### src/logic/aes_key_pkg.sv
//////////////////////////////////////////////////////////////////////
// Shared codes, constants and byte helpers for the key schedule
// Only AES-128 and AES-256 exist, so key length is a single bit
// Field arithmetic assumes the AES polynomial 0x11B
//////////////////////////////////////////////////////////////////////

package aes_key_pkg;

  //////////////////////////////////////////////////////////////////////
  // Codes
  //////////////////////////////////////////////////////////////////////

  // Direction of the schedule
  typedef enum logic {
    CIPH_FWD = 1'b0,
    CIPH_INV = 1'b1
  } ciph_op_e;

  // Supported key lengths
  typedef enum logic {
    AES_128 = 1'b0,
    AES_256 = 1'b1
  } key_len_e;

  //////////////////////////////////////////////////////////////////////
  // Sizes and Rcon start values
  //////////////////////////////////////////////////////////////////////

  // Full key register holds eight words, AES-128 uses the lower four
  localparam int NumKeyWords = 8;
  localparam int WordWidth   = 32;

  // Rcon of the first forward round
  localparam logic [7:0] RconFwdInit    = 8'h01;
  // Rcon of round 10 for AES-128
  localparam logic [7:0] RconInv128Init = 8'h36;
  // Rcon of the last Rcon round for AES-256
  localparam logic [7:0] RconInv256Init = 8'h40;

  //////////////////////////////////////////////////////////////////////
  // Helpers
  //////////////////////////////////////////////////////////////////////

  // Multiply by x in GF(2^8)
  function automatic logic [7:0] aes_mul2(logic [7:0] in);
    logic [7:0] out;
    out = {in[6:0], 1'b0};
    // Reduce when the top bit falls out
    if (in[7]) begin
      out = out ^ 8'h1b;
    end
    return out;
  endfunction

  // Divide by x in GF(2^8), the inverse of aes_mul2
  function automatic logic [7:0] aes_div2(logic [7:0] in);
    logic [7:0] out;
    out = {1'b0, in[7:1]};
    // Odd input means a reduction took place on the way up
    // 0x8d is (0x1b >> 1) with the lost top bit restored
    if (in[0]) begin
      out = out ^ 8'h8d;
    end
    return out;
  endfunction

  // RotWord, byte 1 lands in byte 0 and byte 0 wraps to byte 3
  function automatic logic [WordWidth-1:0] aes_rot_word(logic [WordWidth-1:0] in);
    return {in[7:0], in[WordWidth-1:8]};
  endfunction

endpackage
### src/logic/aes_rcon.sv
//////////////////////////////////////////////////////////////////////
// Round constant register for the AES-128/256 key schedule
// Holds 0 after reset, clear_i must load a start value before use
// Advances only on en_i in rounds that consume Rcon
//////////////////////////////////////////////////////////////////////

module aes_rcon (
  input  logic                  clk_i,
  input  logic                  rst_ni,
  input  logic                  clear_i,
  input  logic                  en_i,
  input  aes_key_pkg::ciph_op_e op_i,
  input  aes_key_pkg::key_len_e key_len_i,
  input  logic            [3:0] round_i,
  output logic            [7:0] rcon_o,
  output logic                  use_rcon_o
);

  logic [7:0] rcon_init;
  logic [7:0] rcon_d;
  logic [7:0] rcon_q;
  logic       rcon_we;

  // AES-256 alternates, even rounds only run SubWord
  assign use_rcon_o = !((key_len_i == aes_key_pkg::AES_256) && !round_i[0]);

  // Start value per direction and key length
  always_comb begin : rcon_start
    if (op_i == aes_key_pkg::CIPH_FWD) begin
      rcon_init = aes_key_pkg::RconFwdInit;
    end else if (key_len_i == aes_key_pkg::AES_128) begin
      rcon_init = aes_key_pkg::RconInv128Init;
    end else begin
      rcon_init = aes_key_pkg::RconInv256Init;
    end
  end

  // Next value, doubling going forward and halving going back
  always_comb begin : rcon_next
    if (clear_i) begin
      rcon_d = rcon_init;
    end else if (op_i == aes_key_pkg::CIPH_FWD) begin
      rcon_d = aes_key_pkg::aes_mul2(rcon_q);
    end else begin
      rcon_d = aes_key_pkg::aes_div2(rcon_q);
    end
  end

  // Clear always wins, advance only when this round used Rcon
  assign rcon_we = clear_i | (en_i & use_rcon_o);

  always_ff @(posedge clk_i or negedge rst_ni) begin : rcon_reg
    if (!rst_ni) begin
      rcon_q <= 8'h00;
    end else if (rcon_we) begin
      rcon_q <= rcon_d;
    end
  end

  assign rcon_o = rcon_q;

  //////////////////////////////////////////////////////////////////////
  // Assertions
  //////////////////////////////////////////////////////////////////////

  // Every start value is a nonzero field element
  rcon_valid_after_clear_a: assert property (
    @(posedge clk_i) disable iff (!rst_ni)
    clear_i |=> (rcon_o != 8'h00)
  );

  // Selectors drive the start value and the update, they must be known
  rcon_sel_known_a: assert property (
    @(posedge clk_i) disable iff (!rst_ni)
    !$isunknown({op_i, key_len_i})
  );

endmodule

### config.mk
export PLATFORM = sky130hd
export DESIGN_NAME = aes_rcon
export DESIGN_NICKNAME = d
export VERILOG_FILES = /design/src/logic/aes_key_pkg.sv /design/src/logic/aes_rcon.sv
export SDC_FILE = /design/constraint.sdc
export NUM_CORES = 1
export LEC_CHECK = 0
export BUFFER_PORTS_ARGS = -buffer_cell sky130_fd_sc_hd__buf_2
export CORE_AREA = 2 2 39 41
export DETAILED_ROUTE_END_ITERATION = 10
export DIE_AREA = 0 0 41 43
export PLACE_DENSITY = 0.68
export SYNTH_ARGS = -nofsm -noshare
export SYNTH_HDL_FRONTEND = slang
export SYNTH_SLANG_ARGS = --single-unit
### constraint.sdc
create_clock -name clk_i -period 1.5 [get_ports clk_i]
set_clock_uncertainty 0.1 [all_clocks]
set_input_delay 0.075 -clock clk_i [delete_from_list [all_inputs] [get_ports clk_i]]
set_output_delay 0.075 -clock clk_i [all_outputs]
set_load 0.05 [all_outputs]
After elaboration in Yosys (flattened, before gate mapping)
Cells that the tools add are included.
Widths: inputs -> output; s select.

storage, ports and cells
  register bits after elaboration = 8
  logic and storage cells = 14
  input bits = 10
  output and inout port bits = 9

operators by class
  bitwise gates (word level) = 4
  reduce and logical (&&, ||, !) cells = 3
  mux-type cells = 6

operator list
  kind               count
  $mux 8             4
  $mux 7             1
  $mux 5             1
  $not 3->4          1
  $not 4->4          1
  $logic_not 1->1    2
  $and 1x1->1        1
  $logic_and 1x1->1  1
  $or 1x1->1         1

Logic depth before layout (Yosys ltp)
  word-level depth = 5
  gate-level depth with buffers = 6

Least setup slack after synthesis
Ideal clock, no wire load.

  kind = register to register
  start = reg rcon_q[0] (netlist: rcon_o[0])
  end = reg rcon_q[3] (netlist: rcon_o[3])
  arrival = 1204 ps
  path slack = 57 ps
  stages on the path, launching flop included = 6
  data required time = 1261 ps
  cells stage by stage = dfrtp_1 -> buf_2 -> xnor2_1 -> nand2_1 -> o211ai_1 -> a21oi_1

between the ends
  word-level cells in the longest chain between the ends = 3

RTL lines
  item                    line               text
  start, declared         aes_rcon.sv:21     logic [7:0] rcon_q;
  start signal, assigned  aes_rcon.sv:56     rcon_q <= rcon_d;
  $mux 8                  aes_key_pkg.sv:61  if (in[0]) begin
  $mux 8                  aes_rcon.sv:42     end else if (op_i == aes_key_pkg::CIPH_FWD) begin
  $mux 8                  aes_rcon.sv:40     if (clear_i) begin

No other way between the ends.
A chain may end at the register's enable or synchronous reset.

Worst setup path in the final report
  start = reg rcon_q[0] (netlist: rcon_o[0])
  end = out rcon_o[0]

RTL lines
  item           line            text
  end, declared  aes_rcon.sv:15  output logic [7:0] rcon_o,

No word-level cell between the ends.

==> flow_summary.toml <==
[status]
status = "complete, no violations"

[global_routing]
grt_util_met1_pct = 21.3
grt_pass1_vias = 413
grt_first_pass_wirelength_um = 1880
top_usage_layer = "met2"
grt_use_met2_pct = 23.1
grt_start_max_net_pins = 17
use_met3_pct = 2.09
antenna_found_initial = 0
grt_overflow = 0
grtUsageTotal_pct = 15.9

[clock_tree]
htree_levels = 1
cts_tree = "yes"
root_buffer = "clkbuf_4"
clkLatencyLatePin_ns = 0.25
clkSinkCount = 8
cts.repair.resized = 0
clk_path_buf_depth = 2
cts_buffers = 3
cts.clk_slew.worst_paths_ns = 0.06

[worst_setup_path]
r2r_start = "rcon_o[0]"
path_cells = "buf_2"
worstSetupPathType = "register to primary output"
slowest_delay_ns = 0.52
critPathArrivalTime_ns = 1.09
critPathBufInv = 1
end_kind = "primary output"
cp-startpoint = "rcon_o[0]"
critPathMaxFanout = 8
worstPathRequired_ns = 1.32
crit_slowest_cell = "dfrtp_1"
cp-start-kind = "register"
critical-path-top-delay-family = "flip-flops"

[power_and_ir_drop]
clkPwrFrac_pct = 24.0
switchingPower_uw = 277
internal-power_uw = 413
vdd_ir_drop_max_v = 0.000501
powerDensity_nw_per_um2 = 1080
power_uw = 691
switching_share_pct = 40.1
leakage_uw = 0.000292
comb_power_share_pct = 36.3
p_seq_share_pct = 39.7

[synthesis]
ys_seq_elements = 8
yosysTopAreaCell = "dfrtp_1"
syn-num-nets = 73
synth.most_common_cell = "nand2_1"
synthTopCellsByArea = "dfrtp_1 37%, a21oi_1 7.3%, xnor2_1 6.4%"
async_flop_share_pct = 100
yosysWarningCount = 0
avgSynthCellArea_um2 = 8.66
synth-edff-count = 0
synth_cell_type_count = 21
synth_top_area_share_pct = 36.7
yosys-top-cells-count = "9 x nand2_1, 8 x a21oi_1, 8 x dfrtp_1"
seq_area_frac_synth_pct = 36.7
synth_cells = 63
ys.flop_type = "dfrtp_1"
netlist_area_um2 = 546

[die]
die_h_um = 43
core-area_um2 = 1380
ioPinCount = 19
placementRows = 14
die_area_um2 = 1760
fp.dieW_um = 41
initial_utilization_pct = 39.4

[timing]
slew_violations = 0
finalHoldViolations = 0
period_needed_ns = 1.27
grt_setup_unrepaired = "no"
timing.final.crit_share_pct = 84.6
tightest_slew_ns = 0.392
tns_ns = 0
fin_ws_ns = 0.231
fmax_mhz = 788
relSlewSlack_pct = 73.6
finalSetupViolations = 0

[run]
maxCapViolations = 0

[detailed_routing]
dr.pass1.iters = 4
vias_per_cell = 5.40
routedWlPerCell_um = 13.0
routed_wl_um = 1200
route.detailed.drc = 0
drtIter0Drc = 19
ant_nets = 0
via_count = 497

[placement]
io_buffers = 15
place.gp.congestion = 0.731
dp_slack_ns = 0.349
dpl.hpwl_um = 826

[layout]
areaGrowthSynthToFinish_pct = 17.0
layout-drive-gt1-share_pct = 30.3
nFillCells = 140
fin_nets = 88
antenna_cells = 0
finalCoreUtilization_pct = 46.1
largest_reg_flops = 8

[min_path]
hp-class = "input pin to register"
worst_hold_startpoint = "key_len_i"
[cells in the final DEF (no fill, tap or decap)]
cell type and n:
xnor2_1 4, nor2_1 4, mux2i_1 3, dfrtp_1 8, a21oi_4 1, nand3_1 4, a211oi_2 1, a21boi_0 1
xor2_1 1, o211ai_1 2, a21oi_1 8, and2_4 1, buf_2 15, clkbuf_4 3, o21ai_1 6, nand2_1 9
o21ai_0 1, a2bb2oi_2 1, inv_1 1, dlygate4sd3_1 1, nand2b_4 1
[routing by layer]
metal | wire length, µm | up-vias | share of wire (%)
met5 | 0 | - | 0
met4 | 27 | 0 | 2.3
met3 | 88 | 4 | 7.4
met2 | 537 | 21 | 45
met1 | 544 | 229 | 45
li1 | - | 243 | -
[layout make-up]
cell class	count	area, µm²	area share, %
multi-input combinational	48	307	48.0
sequential	8	200	31.4
timing repair buffer	16	85.1	13.3
clock buffer	3	22.5	3.53
tap	16	20.0	3.14
inverter	1	3.75	0.588
[what timing repair did]
item                                   CTS  global route
setup buffers                            0             0
hold buffers                             1             0
endpoints found under the hold margin    8             0
[per-stage QoR]
step | cell area [µm²] | cells | hold WS, ns
2_1_floorplan | 546 | 63 | -0.321
3_3_place_gp | 606 | 88 | -0.172
3_5_place_dp | 606 | 88 | -0.168
4_1_cts | 638 | 92 | 0.0215
5_1_grt | 638 | 92 | 0.0377
6_report | 638 | 92 | 0.0234
[power groups by stage]
stage          logic [µW]  clock network (µW)  registers, µW
2_1_floorplan         133                   0            342
3_3_place_gp          245                   0            277
3_5_place_dp          248                   0            277
4_1_cts               252                 171            274
5_1_grt               269                 186            278
6_report              251                 166            274
[final timing paths]
path                              to  slack (ns)  cells after the start
setup / recovery           rcon_o[0]        0.23                      1
hold / removal             rcon_o[6]        0.02                      3
setup reg to reg           rcon_o[2]        0.34                      4
hold reg to reg            rcon_o[3]        0.49                      2
max in group asynchronous  rcon_o[7]        1.03                      2
min in group asynchronous  rcon_o[0]        0.10                      2
[kinds of logic after synthesis]
kind of cell	after synthesis	share of synthesized area (%)
DFF	8	36.7
and+or+nand+nor	19	16.7
AOI/OAI and AO/OA	21	25.9
xor gates and xnor gates	5	8.03
buffers and inverters	7	7.11
muxes	3	5.50
Power figures use the tool's default switching activity.
