==> config.mk <==
export PLATFORM = sky130hd
export DESIGN_NAME = aes_key_mix
export DESIGN_NICKNAME = d
export VERILOG_FILES = /design/src/logic/aes_key_pkg.sv /design/src/logic/aes_key_mix.sv
export SDC_FILE = /design/constraint.sdc
export NUM_CORES = 1
export LEC_CHECK = 0
export BUFFER_PORTS_ARGS = -buffer_cell sky130_fd_sc_hd__buf_2
export CORE_AREA = 2 2 214 216
export DETAILED_ROUTE_END_ITERATION = 8
export DIE_AREA = 0 0 216 218
export PLACE_DENSITY = 0.42
export SLEW_MARGIN = 30
export SYNTH_ARGS = -nofsm -noshare
export SYNTH_HDL_FRONTEND = slang
export SYNTH_SLANG_ARGS = --single-unit
==> constraint.sdc <==
create_clock -name vclk -period 3.69
set_clock_uncertainty 0.15 [all_clocks]
set_input_delay 0.738 -clock vclk [all_inputs]
set_output_delay 0.738 -clock vclk [all_outputs]
set_load 0.01 [all_outputs]
==> src/logic/aes_key_pkg.sv <==
//////////////////////////////////////////////////////////////////////
// Shared codes, constants and byte helpers for the key schedule
// Only AES-128 and AES-256 exist, so key length is a single bit
// Field arithmetic assumes the AES polynomial 0x11B
//////////////////////////////////////////////////////////////////////

package aes_key_pkg;

  //////////////////////////////////////////////////////////////////////
  // Codes
  //////////////////////////////////////////////////////////////////////

  // Direction of the schedule
  typedef enum logic {
    CIPH_FWD = 1'b0,
    CIPH_INV = 1'b1
  } ciph_op_e;

  // Supported key lengths
  typedef enum logic {
    AES_128 = 1'b0,
    AES_256 = 1'b1
  } key_len_e;

  //////////////////////////////////////////////////////////////////////
  // Sizes and Rcon start values
  //////////////////////////////////////////////////////////////////////

  // Full key register holds eight words, AES-128 uses the lower four
  localparam int NumKeyWords = 8;
  localparam int WordWidth   = 32;

  // Rcon of the first forward round
  localparam logic [7:0] RconFwdInit    = 8'h01;
  // Rcon of round 10 for AES-128
  localparam logic [7:0] RconInv128Init = 8'h36;
  // Rcon of the last Rcon round for AES-256
  localparam logic [7:0] RconInv256Init = 8'h40;

  //////////////////////////////////////////////////////////////////////
  // Helpers
  //////////////////////////////////////////////////////////////////////

  // Multiply by x in GF(2^8)
  function automatic logic [7:0] aes_mul2(logic [7:0] in);
    logic [7:0] out;
    out = {in[6:0], 1'b0};
    // Reduce when the top bit falls out
    if (in[7]) begin
      out = out ^ 8'h1b;
    end
    return out;
  endfunction

  // Divide by x in GF(2^8), the inverse of aes_mul2
  function automatic logic [7:0] aes_div2(logic [7:0] in);
    logic [7:0] out;
    out = {1'b0, in[7:1]};
    // Odd input means a reduction took place on the way up
    // 0x8d is (0x1b >> 1) with the lost top bit restored
    if (in[0]) begin
      out = out ^ 8'h8d;
    end
    return out;
  endfunction

  // RotWord, byte 1 lands in byte 0 and byte 0 wraps to byte 3
  function automatic logic [WordWidth-1:0] aes_rot_word(logic [WordWidth-1:0] in);
    return {in[7:0], in[WordWidth-1:8]};
  endfunction

endpackage
==> src/logic/aes_key_mix.sv <==
//////////////////////////////////////////////////////////////////////
// Regular part of the key schedule, chains the irregular word
// with the current full key into the next full key
// AES-128 keeps its key in words 3:0, words 7:4 only echo
//////////////////////////////////////////////////////////////////////

module aes_key_mix (
  input  aes_key_pkg::ciph_op_e op_i,
  input  aes_key_pkg::key_len_e key_len_i,
  input  logic            [3:0] round_i,
  input  logic [aes_key_pkg::NumKeyWords-1:0][aes_key_pkg::WordWidth-1:0] key_i,
  input  logic [aes_key_pkg::WordWidth-1:0] irregular_i,
  output logic [aes_key_pkg::NumKeyWords-1:0][aes_key_pkg::WordWidth-1:0] key_o
);

  always_comb begin : key_mix
    // Half swap as the base value, also the AES-256 round 0 result
    key_o = {key_i[3:0], key_i[7:4]};

    if (key_len_i == aes_key_pkg::AES_128) begin
      //////////////////////////////////////////////////////////////////////
      // AES-128
      //////////////////////////////////////////////////////////////////////

      // Upper words unused, just echo the lower half
      key_o[7:4] = key_i[3:0];
      key_o[0]   = irregular_i ^ key_i[0];

      if (op_i == aes_key_pkg::CIPH_FWD) begin
        // w[i] = w[i-1] ^ w[i-4], running through the new words
        for (int i = 1; i < 4; i++) begin
          key_o[i] = key_o[i-1] ^ key_i[i];
        end
      end else begin
        // Backwards each older word is the XOR of two neighbours
        for (int i = 1; i < 4; i++) begin
          key_o[i] = key_i[i-1] ^ key_i[i];
        end
      end

    end else if (round_i != 4'd0) begin
      //////////////////////////////////////////////////////////////////////
      // AES-256, rounds after 0
      //////////////////////////////////////////////////////////////////////

      if (op_i == aes_key_pkg::CIPH_FWD) begin
        // Old upper half moves down
        key_o[3:0] = key_i[7:4];
        // New upper half chained from the irregular word
        key_o[4]   = irregular_i ^ key_i[0];
        for (int i = 1; i < 4; i++) begin
          key_o[i+4] = key_o[i+3] ^ key_i[i];
        end
      end else begin
        // Old lower half moves up
        key_o[7:4] = key_i[3:0];
        // New lower half recovered from the old upper half
        key_o[0]   = irregular_i ^ key_i[4];
        for (int i = 0; i < 3; i++) begin
          key_o[i+1] = key_i[4+i] ^ key_i[5+i];
        end
      end
    end
    // AES-256 round 0 keeps the swapped halves from above
  end

endmodule

* After elaboration in Yosys (flattened, before gate mapping)
Cells that the tools add are included.
** Word-level totals
- Bits in registers :: 0
- Latch bits :: 0
- Bits in writable memories :: 0
- Bits in read-only memories :: 0
- Output and inout port bits :: 256
- Memories :: 0
** Operators by class
- Add/sub/neg operators :: 0
- $mul :: 0
- Div/mod/pow operators :: 0
- $lt $le $gt $ge :: 0
- Eq/ne operators :: 0
- Shift-type cells :: 0
- Multiplexer cells :: 4
- Bitwise logic cells :: 11
- Reductions and logical operators :: 1
** Operators with widths (number)
- 2-to-1 mux 256 bit :: 3
- bitwise XOR 32 bit :: 11
- 2-to-1 mux 96 bit :: 1
- nonzero test 4 bit :: 1

* Longest topological paths before layout
Gate-level depths: netlist of run 1.
- Depth in word-level cells :: 7
- Mapped depth :: 8
- Mapped depth without buffers :: 4

* Least setup slack after synthesis of run 1
Ideal clock, no wire load.
- Kind :: in2out
- Start :: input port round_i[3]
- End :: output port key_o[30] (netlist bit)
- Arrival time :: 2.008 ns
- Data required time :: 2.802 ns
- Slack :: 0.794 ns
- Stages :: 5
- Cell sequence :: o41a_1 > buf_2 > buf_2 > a31o_1 > a211oi_1
** RTL lines
- start, declared :: line aes_key_mix.sv:10 : input logic [3:0] round_i,
- end, declared :: line aes_key_mix.sv:13 : output logic [aes_key_pkg::NumKeyWords-1:0][aes_key_pkg::WordWidth-1:0] key_o

==> metrics.csv, run 1 <==
stage,metric,value,unit
final_layout,Seq. cell area,0,um^2
pwr,Max VDD drop,0.0878,mV
sta,Final Max Slew Viols,0,
yosys,post-synth cell types,27,
floorplanning,die width,216,um
pwr,logic gate share of total power,1.000,
worst_setup_path,CP Data Required Time,2.80,ns
worst_setup_path,CP endpoint kind,output pin,
yosys,synth top area cells,"xnor2_1, xor2_1, xnor3_1",
sta,setup tns final,0,ns
floorplanning,die height,218,um
final_layout,fin area,0.0116,mm^2
yosys,cell taking the most area after synthesis,xnor2_1,
global_route,GR met2 Demand/Resource,0.267,
placed_design,placed inst area,0.0116,mm^2
final_layout,seq_cells,0,
placed_design,placed cell count,2257,
outcome,status,finished clean,
yosys,synth cell count leaders,"xnor2_1, xor2_1, nor2_1",
sta,Slew headroom,0.621,
pwr,Pwr Total,2150,uW
final_layout,layout cells sized above 1,0.363,
global_route,GRT Max-Usage Layer,met2,
sta,crit share post-route,0.910,
pwr,clock power share,0,
final_layout,final net count,1953,
floorplanning,Ports,550,
sta,Least-Margin Pin Slew,0.568,ns
clock_network,post-CTS setup buffers,0,
sta,Final Setup Violations,0,
route,DRT Wirelength,35900,um
final_layout,"non-filler cells, final",2258,
pwr,Sequential Power Share,0,
yosys,register area share after synthesis,0,
global_route,pin count of the biggest net entering global routing,101,
worst_setup_path,"Arr. time, crit path",2.47,ns
clock_network,Post-CTS Resized,0,
yosys,"Avg Cell Area, Syn",7.08,um^2
worst_setup_path,"delay-heaviest family, CP",simple AND/OR/NAND/NOR gates,
global_route,GRT Resource Usage Total,0.141,
route,DRC Markers,0,
sta,Final Hold Viols,0,
sta,Period minus WS final,3.36,ns
sta,Max Fclk,298,MHz
route,First DRT Iteration DRCs,387,
floorplanning,cell row count,78,
worst_setup_path,Crit-path slowest cell,or4_1,
yosys,"count leader, synth",xnor2_1,
pwr,P per Cell Area,185,mW/mm^2
pwr,Sw Share,0.540,
placed_design,GP Congestion,0.875,
global_route,first-pass GRT wire length,53800,um
worst_setup_path,worst path bufs/invs,3,
route,Antenna Nets Post-Route,0,
route,routed wire length per instance,15.9,um
worst_setup_path,Startpoint Class,input port,
final_layout,Area Growth Syn to Fin,38.1,%
worst_setup_path,max incr delay on CP,0.56,ns
global_route,initial antenna violation count,2,
floorplanning,initial core utilization,0.188,
worst_setup_path,CP Max Fanout,46,
pwr,Psw,1160,uW
yosys,mapped cell area,0.00843,mm^2
floorplanning,Die ar.,0.0471,mm^2
route,DR vias/cell,4.11,
final_layout,# clk buffers,0,
route,First-pass DRT Iterations,4,
global_route,M1 GR Usage,0.175,
worst_setup_path,worst path cell trace,buf_2 > or4_1 > nand3b_1 > buf_12 > nor2_1 > xor2_1 > buf_2,
pwr,Leak Pwr,0.00558,uW
placed_design,Buffers on Ports,550,
yosys,Gate Count Post-Synth,1191,
global_route,vias in the first global route,9316,
placed_design,Final HPWL DP,30000,um
sta,RSZ-0062 raised after global routing,no,
worst_setup_path,Crit path top cell by count,buf_2,
yosys,YS warnings,0,
yosys,Post-Synthesis Net Count,1485,
global_route,GRT Residual Overflow,0,
worst_hold_path,HP Class,in2out,
floorplanning,core area,0.0449,mm^2
route,vias after detailed routing,9286,
yosys,share of the synthesized area in the top cell type,0.296,
pwr,Cell Int Power,989,uW
worst_setup_path,WS Path Type,in2out,
clock_network,CTS Hold Bufs,0,
global_route,GRT met3 Usage,0.0192,
job,max-cap check violation count,0,
## final timing paths
check                   from          to  slack, ns  depth (start not counted)
setup / recovery  round_i[3]  key_o[162]       0.33                          7
hold / removal    key_i[125]  key_o[253]       1.62                          3
## cells by family (layout without fill, tap and decap cells)
kind of cell | after synthesis | in the layout | synth area share
xor+xnor | 511 | 511 | 0.583
simple gates | 420 | 420 | 0.210
compound gates | 99 | 99 | 0.0698
buf+inv | 97 | 563 | 0.0564
mux | 64 | 64 | 0.0805
other cells | 0 | 1 | 0
## power groups by stage
stage	logic [uW]	clock network (uW)	registers, uW
2_1_floorplan	1320	0	0
4_1_cts	2180	0	0
3_5_place_dp	2170	0	0
6_report	2150	0.0000362	0
3_3_place_gp	2170	0	0
5_1_grt	2350	0.0000362	0
## cells in the final DEF (no fill, tap or decap), types with 4 or more instances in the layout
cell type and n:
mux2i_1 34, xnor3_1 32, a21o_1 31, o21ai_1 4, xor2_1 194, mux2_2 30, buf_4 8, buf_12 6
nand2_2 6, nand2_1 123, nand3_1 62, o21ai_0 28, nor2_1 191, nor2b_1 33, a21oi_1 32, xnor2_1 285
buf_2 548
## through the flow
step / worst slack, ns / utilization / hold WS [ns]
after floorplan: 0.794 / - / 1.41
after global placement: 0.243 / 0.259 / 1.62
after detailed placement: 0.287 / 0.259 / 1.62
after CTS: 0.267 / 0.259 / 1.62
after global routing: 0.191 / 0.259 / 1.63
final: 0.333 / 0.259 / 1.62
## routing by layer
metal  up-vias  part of all wire
met5         -           0.00036
met4         2            0.0076
met3        10             0.061
met2       335              0.51
met1      4243              0.42
li1       4696                 -
## area by class of cell
type	instances	area [um^2]
timing repair buffer	563	2930
antenna	1	2.50
tap	600	751
fill	5068	33300
multi-input combinational	1094	7960
Note: power is estimated with default switching activity, not from simulation.
==> run 2: changes to the inputs <==
--- a/config.mk
+++ b/config.mk
@@ -9,7 +9,8 @@
 export CORE_AREA = 2 2 214 216
 export DETAILED_ROUTE_END_ITERATION = 8
 export DIE_AREA = 0 0 216 218
-export PLACE_DENSITY = 0.42
+export PLACE_DENSITY = 0.49
+export SETUP_SLACK_MARGIN = 0.15
 export SLEW_MARGIN = 30
 export SYNTH_ARGS = -nofsm -noshare
 export SYNTH_HDL_FRONTEND = slang
==> constraint.sdc (replaced) <==
create_clock -name vclk -period 4.3
set_clock_uncertainty 0.15 [all_clocks]
set_input_delay 0.86 -clock vclk [all_inputs]
set_output_delay 0.86 -clock vclk [all_outputs]
set_load 0.01 [all_outputs]
==> metrics.csv, run 2 (synthesis gave the netlist of run 1 again) <==
stage,metric,value,unit
final_layout,# clk buffers,0,
floorplanning,Ports,550,
route,Antenna Nets Post-Route,0,
sta,Final Hold Viols,0,
pwr,logic gate share of total power,1.000,
sta,Final Max Slew Viols,0,
worst_setup_path,max incr delay on CP,0.56,ns
pwr,Cell Int Power,847,uW
route,routed wire length per instance,15.6,um
sta,crit share post-route,0.843,
placed_design,Buffers on Ports,550,
placed_design,Final HPWL DP,29200,um
worst_setup_path,Crit-path slowest cell,or4_1,
sta,setup tns final,0,ns
pwr,Leak Pwr,0.00558,uW
floorplanning,cell row count,78,
global_route,GRT Resource Usage Total,0.136,
worst_setup_path,WS Path Type,in2out,
pwr,clock power share,0,
floorplanning,core area,0.0449,mm^2
sta,Slew headroom,0.464,
route,DR vias/cell,4.18,
worst_setup_path,CP Max Fanout,51,
worst_setup_path,worst path cell trace,buf_2 > or4_1 > nand3b_1 > buf_12 > nor2_1 > xor2_1 > buf_2,
pwr,Max VDD drop,0.0672,mV
sta,RSZ-0062 raised after global routing,no,
final_layout,seq_cells,0,
final_layout,Seq. cell area,0,um^2
global_route,vias in the first global route,9076,
pwr,Sw Share,0.540,
global_route,initial antenna violation count,3,
worst_setup_path,"delay-heaviest family, CP",simple AND/OR/NAND/NOR gates,
worst_setup_path,"Arr. time, crit path",2.62,ns
final_layout,"Core Util, Final",0.259,
outcome,status,finished clean,
sta,Final Setup Violations,0,
worst_setup_path,CP Data Required Time,3.29,ns
route,vias after detailed routing,9432,
floorplanning,initial core utilization,0.188,
worst_setup_path,worst path bufs/invs,3,
final_layout,"most common cell after layout, fill and taps aside",buf_2,
floorplanning,Die ar.,0.0471,mm^2
placed_design,GP Congestion,0.916,
worst_setup_path,CP endpoint kind,output pin,
clock_network,post-CTS setup buffers,0,
route,DRC Markers,0,
floorplanning,die width,216,um
sta,Period minus WS final,3.63,ns
final_layout,Area Growth Syn to Fin,38.0,%
global_route,GRT Residual Overflow,0,
route,First DRT Iteration DRCs,380,
sta,Least-Margin Pin Slew,0.804,ns
global_route,first-pass GRT wire length,51900,um
sta,Max Fclk,276,MHz
clock_network,CTS Hold Bufs,0,
worst_hold_path,HP Class,in2out,
global_route,pin count of the biggest net entering global routing,96,
final_layout,final net count,1951,
pwr,Psw,994,uW
worst_setup_path,Startpoint Class,input port,
worst_setup_path,Crit path top cell by count,buf_2,
floorplanning,die height,218,um
job,max-cap check violation count,0,
clock_network,Post-CTS Resized,0,
route,First-pass DRT Iterations,5,
pwr,Sequential Power Share,0,
final_layout,Ant. Diodes,0,
route,DRT Wirelength,35100,um
final_layout,"commonest cells after routing, fill and taps aside","buf_2, xnor2_1, xor2_1, nor2_1, nand2_1",
pwr,P per Cell Area,158,mW/mm^2
final_layout,layout cells sized above 1,0.362,
[run 2: tightest hold or removal path: stages]
cell and delay, ns:
buf_2 0.10, xor2_1 0.06, buf_2 0.13
[run 2: per-layer routing]
layer	wire, um	global-route usage	vias up	part of all wire
li1	-	-	4689	-
met1	14700	0.168	4359	0.42
met5	16	0	-	0.00046
met3	1920	0.0148	24	0.055
met4	382	0.0132	2	0.011
met2	18100	0.262	358	0.51
[run 2: power groups by stage]
| stage | Combinational (uW) | Clock (uW) | Sequential [uW] |
|---|---|---|---|
| detailed placement | 1850 | 0 | 0 |
| CTS | 1860 | 0 | 0 |
| global placement | 1840 | 0 | 0 |
| finish | 1840 | 0 | 0 |
| floorplan | 1140 | 0 | 0 |
| global route | 2000 | 0 | 0 |
[run 2: path summary, 6_finish.rpt]
path / start / endpoint / slack [ns] / depth (start not counted)
max: round_i[3] / key_o[234] / 0.67 / 7
min: key_i[101] / key_o[229] / 1.86 / 3
[run 2: cell type report]
cell class                      instances  area, um^2
Fill cell                            5120       33300
Multi-Input combinational cell       1094        7960
Timing Repair Buffer                  561        2930
Tap cell                              600         751
[run 2: metrics by stage]
step | setup WS, ns | power, uW | std cells | cell area (um^2) | hold WS, ns
2_1_floorplan | 1.16 | 1140 | 1191 | 8430 | 1.65
3_3_place_gp | 0.452 | 1840 | 2254 | 11600 | 1.86
3_5_place_dp | 0.443 | 1850 | 2254 | 11600 | 1.86
4_1_cts | 0.436 | 1860 | 2254 | 11600 | 1.86
5_1_grt | 0.580 | 2000 | 2255 | 11600 | 1.88
6_report | 0.674 | 1840 | 2255 | 11600 | 1.86
